## src/hdl/tsp_cfg.svh

```systemverilog
`ifndef TSP_CFG_SVH
`define TSP_CFG_SVH

// packet geometry
`define TSP_PKT_LEN 188
`define TSP_PKT_WORDS 47
`define TSP_SYNC_BYTE 8'h47

// input to output latency in clk cycles
`define TSP_DELAY 3

// buffer windows, in bus word addresses
`define TSP_MON_BASE 64
`define TSP_REP_BASE 128

`endif

```

## src/hdl/tsp_pkg.sv

```systemverilog
`default_nettype none

package tsp_pkg;

	typedef logic [12:0] pid_t;

	// byte position inside a packet
	typedef logic [7:0] byte_idx_t;

	// word position inside a packet buffer
	typedef logic [5:0] word_idx_t;

	typedef enum logic [9:0] {
		REG_CTRL = 10'd0,
		REG_MON_PID = 10'd1,
		REG_REP_PID = 10'd2,
		REG_STATUS = 10'd3,
		REG_REP_COUNT = 10'd4
	} reg_addr_e;

endpackage

`default_nettype wire

```

## src/hdl/packet_buf.sv

```systemverilog
`timescale 1ns/1ps
`default_nettype none
`include "tsp_cfg.svh"

module packet_buf import tsp_pkg::*; (
	input  logic        clk,
	input  logic        byte_we,
	input  byte_idx_t   byte_addr,
	input  logic [7:0]  byte_wdata,
	output logic [7:0]  byte_rdata,
	input  logic        word_we,
	input  word_idx_t   word_addr,
	input  logic [31:0] word_wdata,
	output logic [31:0] word_rdata
);

	logic [7:0] mem [`TSP_PKT_LEN];
	byte_idx_t word_base;

	assign word_base = {word_addr, 2'b00};

	always_ff @(posedge clk) begin
		if (byte_we && byte_addr < byte_idx_t'(`TSP_PKT_LEN)) begin
			mem[byte_addr] <= byte_wdata;
		end
		// little-endian, byte 0 of the word in bits 7:0
		if (word_we && word_addr < word_idx_t'(`TSP_PKT_WORDS)) begin
			for (int i = 0; i < 4; i++) begin
				mem[word_base + byte_idx_t'(i)] <= word_wdata[8*i +: 8];
			end
		end
		byte_rdata <= mem[byte_addr];
		word_rdata <= {mem[word_base + 8'd3], mem[word_base + 8'd2],
			mem[word_base + 8'd1], mem[word_base]};
	end

endmodule

`default_nettype wire

```

## src/hdl/pid_monitor.sv

```systemverilog
`timescale 1ns/1ps
`default_nettype none
`include "tsp_cfg.svh"

module pid_monitor import tsp_pkg::*; (
	input  logic        clk,
	input  logic        rst_n,
	input  logic [7:0]  in_data,
	input  logic        in_valid,
	input  logic        in_sync,
	input  logic        arm_set,
	input  pid_t        pid,
	input  logic        status_clr,
	output logic        armed,
	output logic        captured,
	input  word_idx_t   word_addr,
	output logic [31:0] word_rdata
);

	localparam byte_idx_t last_pos = byte_idx_t'(`TSP_PKT_LEN - 1);

	byte_idx_t pos_q;
	byte_idx_t cur_pos;
	logic [7:0] hdr0;
	logic [4:0] hdr1;
	logic pid_ok;
	logic hit;

	assign cur_pos = in_sync ? '0 : pos_q + 8'd1;
	assign pid_ok = hdr0 == `TSP_SYNC_BYTE && {hdr1, in_data} == pid;

	always_ff @(posedge clk) begin
		if (!rst_n) begin
			pos_q <= last_pos;
			armed <= 1'b0;
			captured <= 1'b0;
			hit <= 1'b0;
		end else begin
			if (in_valid) begin
				pos_q <= cur_pos;
				// only a packet written from byte 0 on can count
				if (in_sync) begin
					hit <= armed;
				end else if (cur_pos == 8'd2) begin
					hit <= hit && pid_ok;
				end
			end
			if (status_clr) begin
				captured <= 1'b0;
			end
			if (in_valid && hit && cur_pos == last_pos) begin
				captured <= 1'b1;
				armed <= 1'b0;
				hit <= 1'b0;
			end
			if (arm_set) begin
				armed <= 1'b1;
			end
		end
	end

	always_ff @(posedge clk) begin
		if (in_valid && cur_pos == 8'd0) hdr0 <= in_data;
		if (in_valid && cur_pos == 8'd1) hdr1 <= in_data[4:0];
	end

	// every packet lands in the buffer while armed, a miss gets overwritten
	packet_buf u_buf (
		.clk        (clk),
		.byte_we    (armed && in_valid),
		.byte_addr  (cur_pos),
		.byte_wdata (in_data),
		.byte_rdata (),
		.word_we    (1'b0),
		.word_addr  (word_addr),
		.word_wdata (32'd0),
		.word_rdata (word_rdata)
	);

	no_gap_in_packet: assert property (@(posedge clk) disable iff (!rst_n)
		(in_valid && cur_pos < last_pos) |=> in_valid);

endmodule

`default_nettype wire

```

## src/hdl/pid_replacer.sv

```systemverilog
`timescale 1ns/1ps
`default_nettype none
`include "tsp_cfg.svh"

module pid_replacer import tsp_pkg::*; (
	input  logic        clk,
	input  logic        rst_n,
	input  logic [7:0]  in_data,
	input  logic        in_valid,
	input  logic        in_sync,
	input  logic        en,
	input  pid_t        pid,
	input  logic        count_clr,
	output logic [15:0] count,
	input  logic        word_we,
	input  word_idx_t   word_addr,
	input  logic [31:0] word_wdata,
	output logic [31:0] word_rdata,
	output logic        rep_active,
	output logic [7:0]  rep_byte
);

	localparam byte_idx_t last_pos = byte_idx_t'(`TSP_PKT_LEN - 1);

	byte_idx_t pos_q;
	byte_idx_t cur_pos;
	logic [7:0] hdr0;
	logic [4:0] hdr1;
	logic match_now;
	byte_idx_t rep_left;

	assign cur_pos = in_sync ? '0 : pos_q + 8'd1;

	// PID byte 2 on the input while byte 0 sits in the merge stage
	assign match_now = en && in_valid && cur_pos == 8'd2 &&
		hdr0 == `TSP_SYNC_BYTE && {hdr1, in_data} == pid;
	assign rep_active = match_now || rep_left != '0;

	always_ff @(posedge clk) begin
		if (!rst_n) begin
			pos_q <= last_pos;
			rep_left <= '0;
			count <= '0;
		end else begin
			if (in_valid) begin
				pos_q <= cur_pos;
			end
			if (match_now) begin
				rep_left <= last_pos;
			end else if (rep_left != '0) begin
				rep_left <= rep_left - 8'd1;
			end
			if (count_clr) begin
				count <= '0;
			end else if (match_now) begin
				count <= count + 16'd1;
			end
		end
	end

	always_ff @(posedge clk) begin
		if (in_valid && cur_pos == 8'd0) hdr0 <= in_data;
		if (in_valid && cur_pos == 8'd1) hdr1 <= in_data[4:0];
	end

	// read runs one byte behind the input, so rep_byte matches the delayed slot
	packet_buf u_buf (
		.clk        (clk),
		.byte_we    (1'b0),
		.byte_addr  (pos_q),
		.byte_wdata (8'd0),
		.byte_rdata (rep_byte),
		.word_we    (word_we),
		.word_addr  (word_addr),
		.word_wdata (word_wdata),
		.word_rdata (word_rdata)
	);

endmodule

`default_nettype wire

```

## src/hdl/ts_merge.sv

```systemverilog
`timescale 1ns/1ps
`default_nettype none
`include "tsp_cfg.svh"

module ts_merge (
	input  logic       clk,
	input  logic       rst_n,
	input  logic [7:0] in_data,
	input  logic       in_valid,
	input  logic       in_sync,
	input  logic       rep_active,
	input  logic [7:0] rep_byte,
	output logic [7:0] out_data,
	output logic       out_valid,
	output logic       out_sync
);

	localparam int stages = `TSP_DELAY;

	logic [7:0] dly_data [stages];
	logic [stages-1:0] dly_valid;
	logic [stages-1:0] dly_sync;

	always_ff @(posedge clk) begin
		if (!rst_n) begin
			dly_valid <= '0;
			dly_sync <= '0;
		end else begin
			dly_valid <= {dly_valid[stages-2:0], in_valid};
			dly_sync <= {dly_sync[stages-2:0], in_sync};
		end
	end

	always_ff @(posedge clk) begin
		dly_data[0] <= in_data;
		for (int i = 1; i < stages - 1; i++) begin
			dly_data[i] <= dly_data[i-1];
		end
		// substitution on the way into the last stage
		dly_data[stages-1] <= rep_active ? rep_byte : dly_data[stages-2];
	end

	assign out_data = dly_data[stages-1];
	assign out_valid = dly_valid[stages-1];
	assign out_sync = dly_sync[stages-1];

	rep_on_valid_slot: assert property (@(posedge clk) disable iff (!rst_n)
		rep_active |-> dly_valid[stages-2]);

endmodule

`default_nettype wire

```

## src/hdl/tsp_regs.sv

```systemverilog
`timescale 1ns/1ps
`default_nettype none
`include "tsp_cfg.svh"

module tsp_regs import tsp_pkg::*; (
	input  logic        clk,
	input  logic        rst_n,
	input  logic        cyc,
	input  logic        stb,
	input  logic        we,
	input  logic [9:0]  adr,
	input  logic [3:0]  sel,
	input  logic [31:0] dat_w,
	output logic [31:0] dat_r,
	output logic        ack,
	output logic        mon_arm_set,
	output pid_t        mon_pid,
	output pid_t        rep_pid,
	output logic        rep_en,
	output logic        status_clr,
	output logic        count_clr,
	output word_idx_t   buf_word,
	output logic        rep_buf_we,
	output logic [31:0] buf_wdata,
	input  logic        mon_armed,
	input  logic        mon_captured,
	input  logic [15:0] rep_count,
	input  logic [31:0] mon_rdata,
	input  logic [31:0] rep_rdata
);

	logic req;
	logic wr;
	logic mon_win;
	logic rep_win;
	logic [31:0] reg_rdata;

	// first cycle of a bus access, ack follows one cycle later
	assign req = cyc && stb && !ack;
	assign wr = req && we;

	assign mon_win = adr >= 10'(`TSP_MON_BASE) && adr < 10'(`TSP_MON_BASE + `TSP_PKT_WORDS);
	assign rep_win = adr >= 10'(`TSP_REP_BASE) && adr < 10'(`TSP_REP_BASE + `TSP_PKT_WORDS);

	// both windows sit on 64-word boundaries
	assign buf_word = adr[5:0];
	assign buf_wdata = dat_w;
	assign rep_buf_we = wr && rep_win && (sel == 4'hf);

	assign mon_arm_set = wr && adr == REG_CTRL && sel[0] && dat_w[0];
	assign status_clr = wr && adr == REG_STATUS && sel[0] && dat_w[0];
	assign count_clr = wr && adr == REG_REP_COUNT;

	always_ff @(posedge clk) begin
		if (!rst_n) begin
			ack <= 1'b0;
			rep_en <= 1'b0;
			mon_pid <= '0;
			rep_pid <= '0;
		end else begin
			ack <= req;
			if (wr && adr == REG_CTRL && sel[0]) begin
				rep_en <= dat_w[1];
			end
			if (wr && adr == REG_MON_PID) begin
				if (sel[0]) mon_pid[7:0] <= dat_w[7:0];
				if (sel[1]) mon_pid[12:8] <= dat_w[12:8];
			end
			if (wr && adr == REG_REP_PID) begin
				if (sel[0]) rep_pid[7:0] <= dat_w[7:0];
				if (sel[1]) rep_pid[12:8] <= dat_w[12:8];
			end
		end
	end

	always_ff @(posedge clk) begin
		if (req) begin
			case (adr)
				REG_CTRL: reg_rdata <= {30'd0, rep_en, mon_armed};
				REG_MON_PID: reg_rdata <= {19'd0, mon_pid};
				REG_REP_PID: reg_rdata <= {19'd0, rep_pid};
				REG_STATUS: reg_rdata <= {31'd0, mon_captured};
				REG_REP_COUNT: reg_rdata <= {16'd0, rep_count};
				default: reg_rdata <= '0;
			endcase
		end
	end

	// buffer words arrive one cycle after the address, together with ack
	assign dat_r = mon_win ? mon_rdata : (rep_win ? rep_rdata : reg_rdata);

	ack_needs_stb: assert property (@(posedge clk) disable iff (!rst_n)
		ack |-> (cyc && stb));

endmodule

`default_nettype wire

```

## src/hdl/tsp_top.sv

```systemverilog
`timescale 1ns/1ps
`default_nettype none

module tsp_top import tsp_pkg::*; (
	input  logic        clk,
	input  logic        rst_n,
	input  logic        cyc,
	input  logic        stb,
	input  logic        we,
	input  logic [9:0]  adr,
	input  logic [3:0]  sel,
	input  logic [31:0] dat_w,
	output logic [31:0] dat_r,
	output logic        ack,
	input  logic [7:0]  in_data,
	input  logic        in_valid,
	input  logic        in_sync,
	output logic [7:0]  out_data,
	output logic        out_valid,
	output logic        out_sync
);

	logic mon_arm_set;
	pid_t mon_pid;
	pid_t rep_pid;
	logic rep_en;
	logic status_clr;
	logic count_clr;
	word_idx_t buf_word;
	logic rep_buf_we;
	logic [31:0] buf_wdata;
	logic mon_armed;
	logic mon_captured;
	logic [15:0] rep_count;
	logic [31:0] mon_rdata;
	logic [31:0] rep_rdata;
	logic rep_active;
	logic [7:0] rep_byte;

	tsp_regs u_regs (
		.clk, .rst_n, .cyc, .stb, .we, .adr, .sel, .dat_w, .dat_r, .ack,
		.mon_arm_set, .mon_pid, .rep_pid, .rep_en, .status_clr, .count_clr,
		.buf_word, .rep_buf_we, .buf_wdata,
		.mon_armed, .mon_captured, .rep_count, .mon_rdata, .rep_rdata
	);

	pid_monitor u_monitor (
		.clk, .rst_n, .in_data, .in_valid, .in_sync,
		.arm_set    (mon_arm_set),
		.pid        (mon_pid),
		.status_clr (status_clr),
		.armed      (mon_armed),
		.captured   (mon_captured),
		.word_addr  (buf_word),
		.word_rdata (mon_rdata)
	);

	pid_replacer u_replacer (
		.clk, .rst_n, .in_data, .in_valid, .in_sync,
		.en         (rep_en),
		.pid        (rep_pid),
		.count_clr  (count_clr),
		.count      (rep_count),
		.word_we    (rep_buf_we),
		.word_addr  (buf_word),
		.word_wdata (buf_wdata),
		.word_rdata (rep_rdata),
		.rep_active (rep_active),
		.rep_byte   (rep_byte)
	);

	ts_merge u_merge (
		.clk, .rst_n, .in_data, .in_valid, .in_sync,
		.rep_active, .rep_byte, .out_data, .out_valid, .out_sync
	);

endmodule

`default_nettype wire

```

## config.mk

```make
export PLATFORM = sky130hd
export DESIGN_NAME = tsp_top
export DESIGN_NICKNAME = d
export VERILOG_FILES = /design/src/hdl/tsp_pkg.sv /design/src/hdl/packet_buf.sv /design/src/hdl/pid_monitor.sv /design/src/hdl/pid_replacer.sv /design/src/hdl/ts_merge.sv /design/src/hdl/tsp_regs.sv /design/src/hdl/tsp_top.sv
export VERILOG_INCLUDE_DIRS = /design/src /design/src/hdl
export SDC_FILE = /design/constraint.sdc
export NUM_CORES = 2
export LEC_CHECK = 0
export ABC_AREA = 1
export BUFFER_PORTS_ARGS = -buffer_cell sky130_fd_sc_hd__buf_2
export CORE_ASPECT_RATIO = 0.5
export CORE_MARGIN = 2
export CORE_UTILIZATION = 28
export DETAILED_ROUTE_END_ITERATION = 16
export PLACE_DENSITY_LB_ADDON = 0.1
export SLEW_MARGIN = 30
export SYNTH_ARGS = -nofsm -noshare
export SYNTH_HDL_FRONTEND = slang
export SYNTH_SLANG_ARGS = --single-unit
export TNS_END_PERCENT = 30
```

## constraint.sdc

```tcl
create_clock -name clk -period 13.47 [get_ports clk]
set_clock_uncertainty 0.15 [all_clocks]
set_input_delay 2.694 -clock clk [delete_from_list [all_inputs] [get_ports clk]]
set_output_delay 2.694 -clock clk [all_outputs]
set_load 0.01 [all_outputs]
```

-- Word level (Yosys, flattened, before mapping)
Memory sizes are Yosys's and may differ from the RTL's. A register that Yosys moved wholly into a read port is not among the register bits.
Cells that the tools add are included.
- word-level logic and storage cells: 119
- memories: 3
- RAM bits: 3032
- flip-flop bits (word level): 135
- input port bits: 61
- add/subtract/negate cells: 7
- multiplexer cells: 18
- eq/ne operators: 14
- reduce and logical (&&, ||, !) cells: 49
- bitwise operators: 1
- order comparisons: 6
- memories (name ; depth ; width ; rd ports ; clocked after memory_dff ; wr ports ; line ; text):
    u_monitor.u_buf.mem ; 188 ; 8 ; 4 ; 4 ; 1 ; packet_buf.sv:17 ; logic [7:0] mem [`TSP_PKT_LEN];
    u_replacer.u_buf.mem ; 188 ; 8 ; 5 ; 5 ; 4 ; packet_buf.sv:17 ;
    u_merge.dly_data ; 3 ; 8 ; 3 ; 0 ; 3 ; ts_merge.sv:20 ; logic [7:0] dly_data [stages];
- operator list (operator ; number):
    one-hot mux 16 bit (5 select lines) ; 1
    2-to-1 mux 32 bit ; 2
    2-to-1 mux 8 bit ; 5
    logical AND 1 bit ; 31
    equality test 13 bit ; 2
    adder 8 x 1 -> 8 bit, second input constant ; 3
    equality test 10 x 2 -> 1 bit, second input constant ; 2
    adder 16 x 1 -> 16 bit, second input constant ; 1
    adder 8 x 2 -> 8 bit, second input constant ; 2
    equality test 8 x 1 -> 1 bit, second input constant ; 2
    equality test 8 x 2 -> 1 bit, second input constant ; 2
    equality test 8 x 7 -> 1 bit, second input constant ; 2
    zero test 8 bit ; 2
    equality test 10 x 1 -> 1 bit, second input constant ; 1
    equality test 10 x 3 -> 1 bit, second input constant ; 1
    greater-or-equal comparator 10 x 7 -> 1 bit, second input constant ; 1
    greater-or-equal comparator 10 x 8 -> 1 bit, second input constant ; 1
    zero test 10 bit ; 1
    < comparator 10 x 7 -> 1 bit, second input constant ; 1
    < comparator 10 x 8 -> 1 bit, second input constant ; 1
    2-to-1 mux 1 bit ; 10
    AND reduction 2 bit ; 5
    equality test 8 bit, second input constant ; 1
    < comparator 8 bit, second input constant ; 1
    other kinds (9) ; 14

-- Depth between registers and ports, before layout
- word-level depth: 8
- mapped depth: 17
- mapped depth without buffers: 15

-- Cells and area by module
From an unflattened synthesis, not the netlist that was laid out.
- cells, all modules: 22144
- area, all modules: 179256.9 um^2
- by module, submodules not included (module ; cells an instance ; area an instance (um^2) ; instances ; seq. area each (um^2)):
    packet_buf (u_replacer.u_buf) ; 10496 ; 85645.9 ; 1 ; 45964.1
    packet_buf (u_monitor.u_buf) ; 10453 ; 85425.7 ; 1 ; 45964.1
    tsp_regs ; 518 ; 3318.2 ; 1 ; 1041.0
    pid_replacer ; 417 ; 2717.6 ; 1 ; 1031.0
    pid_monitor ; 184 ; 1338.8 ; 1 ; 610.6
    ts_merge ; 76 ; 810.8 ; 1 ; 600.6

-- Worst setup path after synthesis
OpenSTA, ideal clock, no wires.
- kind: input-to-output
- start: input adr[1]
- end: output dat_r[10]
- slack: 6.561 ns
- buffers on the path: 4
- cell stages on the path: 10
- arrival: 4.065 ns
- cell sequence: buf_4 -> nand2_2 -> inv_2 -> buf_2 -> nand2_1 -> nand4_1 -> clkbuf_1 -> buf_2 -> a21oi_1 -> nor2_1
- word-level cells in the longest chain between the ends: 4
- elaborated cells between the ends (all ways): 8
- those cells by class: order compare (4); mux (2); reduce/logical (2)
- RTL lines (element ; line ; text):
    start: declaration ; tsp_top.sv:10 ; input logic [9:0] adr,
    greater-or-equal comparator 10 x 8 -> 1 bit / < comparator 10 x 8 -> 1 bit (equally long branches) ; tsp_regs.sv:43 ; assign rep_win = adr >= 10'(`TSP_REP_BASE) && adr < 10'(`TSP_REP_BASE + `TSP_PKT_WORDS);
    logical AND 1 bit ; tsp_regs.sv:43 ;
    2-to-1 mux 32 bit ; tsp_regs.sv:90 ; assign dat_r = mon_win ? mon_rdata : (rep_win ? rep_rdata : reg_rdata);
    2-to-1 mux 32 bit * ; tsp_regs.sv:90 ;
    end: declaration ; tsp_top.sv:13 ; output logic [31:0] dat_r,
Every way passes the cells marked *; elsewhere a longest branch is shown, timed or not.

-- Worst setup path in the final report
- start: input adr[0]
- end: output dat_r[13]
The elaborated chain is that of the path after synthesis.

==> impl_metrics.json <==
{
  "leakagePower_nw": 53.4,
  "core_area_sq_um": 486000,
  "totalPowerFinal_w": 0.0225,
  "yosys.area.top_type": "edfxtp_1",
  "rsz0062_at_grt": "false",
  "ir_drop_mv": 0.0989,
  "via_per_inst": 5.23,
  "io_pins": 104,
  "synth_cells": 11700,
  "cts-root-buf": "clkbuf_16",
  "power_density_nw_per_um2": 144,
  "start_util": 0.281,
  "synth_warnings": 0,
  "crit_required_ns": 10.63,
  "grt_first_pass_wirelength_mm": 768,
  "die_y_microns": 498,
  "synth_top_area_share": 0.670,
  "most-common-layout-cells": "edfxtp_1, nand2_1, nand3_1",
  "synthArstFlopShare": 0,
  "track_usage": 0.218,
  "synth_seq_area_share": 0.695,
  "grtUsageMet2": 0.346,
  "drive_above_1_share": 0.0890,
  "via_count": 96200,
  "hold_violations": 0,
  "fin_crit_ns": 8.51,
  "grt_overflow": 0,
  "design.die.area_sq_um": 494000,
  "fmaxAchievable_mhz": 118,
  "ys_ff_latch": 3223,
  "hpwl_mm": 336,
  "grtUsageMet1": 0.310,
  "clk_pin_slew_ns": 0.06,
  "final_util": 0.320,
  "yosys_most_used_dff": "edfxtp_1",
  "syn_avg_cell_area_sq_um": 11.7,
  "yosys-top-cells-area": "edfxtp_1, nand2_1, a22oi_1, nand3_1, dfxtp_1",
  "worst_ep_arrival_time_ns": 5.66,
  "drtAntennaViolNets": 0,
  "finalSetupViolCount": 0,
  "synth_edf_count": 3050,
  "finalWirelength_mm": 557,
  "fin_nets": 11600,
  "drc": 0,
  "grt_pass1_vias": 94200,
  "place.gp.congestion": 0.841,
  "syn_area_sq_um": 137000,
  "die-width_microns": 992,
  "path_max_fanout": 45,
  "grt-busiest-layer": "met2",
  "postCtsHoldBufs": 0,
  "wire_per_inst_microns": 30.3,
  "hold-worst-slack_ns": 0.177,
  "layout_commonest_cell": "edfxtp_1",
  "crit_type": "in -> out",
  "area_delta_synth_final_pct": 13.9,
  "grt_max_degree": 152,
  "tightest_slew_ns": 1.10,
  "run_status": "completed",
  "htreeDepth": 5,
  "slew_headroom": 0.263,
  "use_met3": 0.0289,
  "fin_tns_setup_ns": 0,
  "cts_tree": "yes",
  "hold_class": "reg -> reg",
  "rows": 181,
  "slew_violations": 0,
  "fill_cells": 49000,
  "postCtsSetupRepairBufs": 0,
  "clock_sinks": 3223,
  "drt_iter0_drc": 10500,
  "cap_violations": 0,
  "post-route-period-util": 0.631,
  "grt_antenna_before_repair": 48,
  "port_buffers": 103,
  "cts_buffer_depth": 4,
  "synthDistinctLibCells": 57,
  "crit_path_end_kind": "output pin",
  "syn-num-nets": 11700,
  "cts_buffers": 336,
  "cts_resized": 0,
  "startpoint_type": "input pin",
  "clock_latency_ns": 0.94,
  "dr.pass1.iters": 6
}
sequential cells by signal, indices dropped and copies added (netlist names), 13 cells and up:
register                     count
u_monitor.u_buf.mem           1504
u_replacer.u_buf.word_rdata     32
u_regs.mon_pid                  13
u_monitor.u_buf.word_rdata      32
u_replacer.count                16
u_regs.reg_rdata                16
u_regs.rep_pid                  13
u_merge.dly_data                24
u_replacer.u_buf.mem          1504
report_power, final:
group          switching, W  total, W  leakage, nW  internal [W]
combinational       0.00149   0.00193         19.3      0.000438
sequential        0.0000964    0.0111         28.8        0.0110
clock               0.00413   0.00946         5.27       0.00533
layout make-up:
| class | instances | area, sq um | area share |
|---|---|---|---|
| clock buffers | 463 | 9460 | 0.0607 |
| clock inverters | 140 | 1280 | 0.00819 |
| inverters | 768 | 2970 | 0.0191 |
| repair buffers | 381 | 2990 | 0.0192 |
| flip-flops and latches | 3223 | 95100 | 0.610 |
| diodes | 51 | 128 | 0.000819 |
| well taps | 6496 | 8130 | 0.0522 |
| multi-input cells | 6862 | 35800 | 0.230 |
per-layer routing:
layer  wire length, microns  part of all wire
met1                 252000              0.45
met2                 253000              0.46
met3                  32700             0.059
met4                  18000             0.032
met5                     27          0.000049
cells in the mapped netlist (4+ instances only):
cell	n
o221ai_1	19
buf_2	324
nor2_2	11
a21oi_1	603
nand4_1	93
nor2_4	14
inv_2	14
or2_2	30
o31ai_1	87
nor4_1	17
inv_1	744
nor3_1	21
o22ai_1	277
buf_4	25
or2_1	17
buf_1	99
a221oi_1	29
nand2_2	17
edfxtp_1	3050
xor2_1	14
clkinv_1	8
nand3_1	1049
clkbuf_1	359
o21ai_0	535
o21ai_1	5
nand2_1	2336
o2111ai_1	13
a22o_1	19
a22oi_1	1018
nand3b_1	4
dfxtp_1	173
ha_1	4
o211ai_1	154
nor2_1	436
xnor2_1	6
a31oi_1	8
per-stage QoR:
stage | cells | instance area, sq um | setup slack [ns]
after floorplan | 11700 | 137000 | 6.56
after global placement | 17700 | 145000 | 4.96
after detailed placement | 17700 | 145000 | 5.01
after CTS | 18300 | 156000 | 5.00
after global routing | 18400 | 156000 | 4.87
final | 18400 | 156000 | 4.96
cells by family after synthesis:
| group | after synthesis | synth area share |
|---|---|---|
| AND/OR/NAND/NOR | 4061 | 0.126 |
| adder cells (fa/ha/maj) | 4 | 0.000366 |
| buffers and inverters | 1580 | 0.0474 |
| XOR/XNOR | 20 | 0.00128 |
| flip-flops | 3223 | 0.695 |
| AO/OA/AOI/OAI | 2777 | 0.130 |
critical path, cell delays in order:
cell and delay (ns):
buf_2 0.08, buf_4 0.40, nand2_8 0.29, inv_8 0.48
nand2_1 0.14, nand4_1 0.24, buf_4 0.55, o21ai_0 0.22
a21oi_1 0.18, nor2_1 0.06, buf_2 0.13
path summary, 6_finish.rpt:
| check | startpoint | end | slack, ns | cells past startpoint |
|---|---|---|---|---|
| max | adr[0] | dat_r[13] | 4.96 | 11 |
| min | u_merge.dly_data[0][4] | u_merge.dly_data[0][12] | 0.18 | 0 |
| max reg2reg | u_replacer.pos_q[2] | u_replacer.u_buf.byte_rdata[5] | 8.08 | 11 |
| min reg2reg | u_merge.dly_data[0][4] | u_merge.dly_data[0][12] | 0.18 | 0 |
Note: power is estimated with default switching activity, not from simulation.
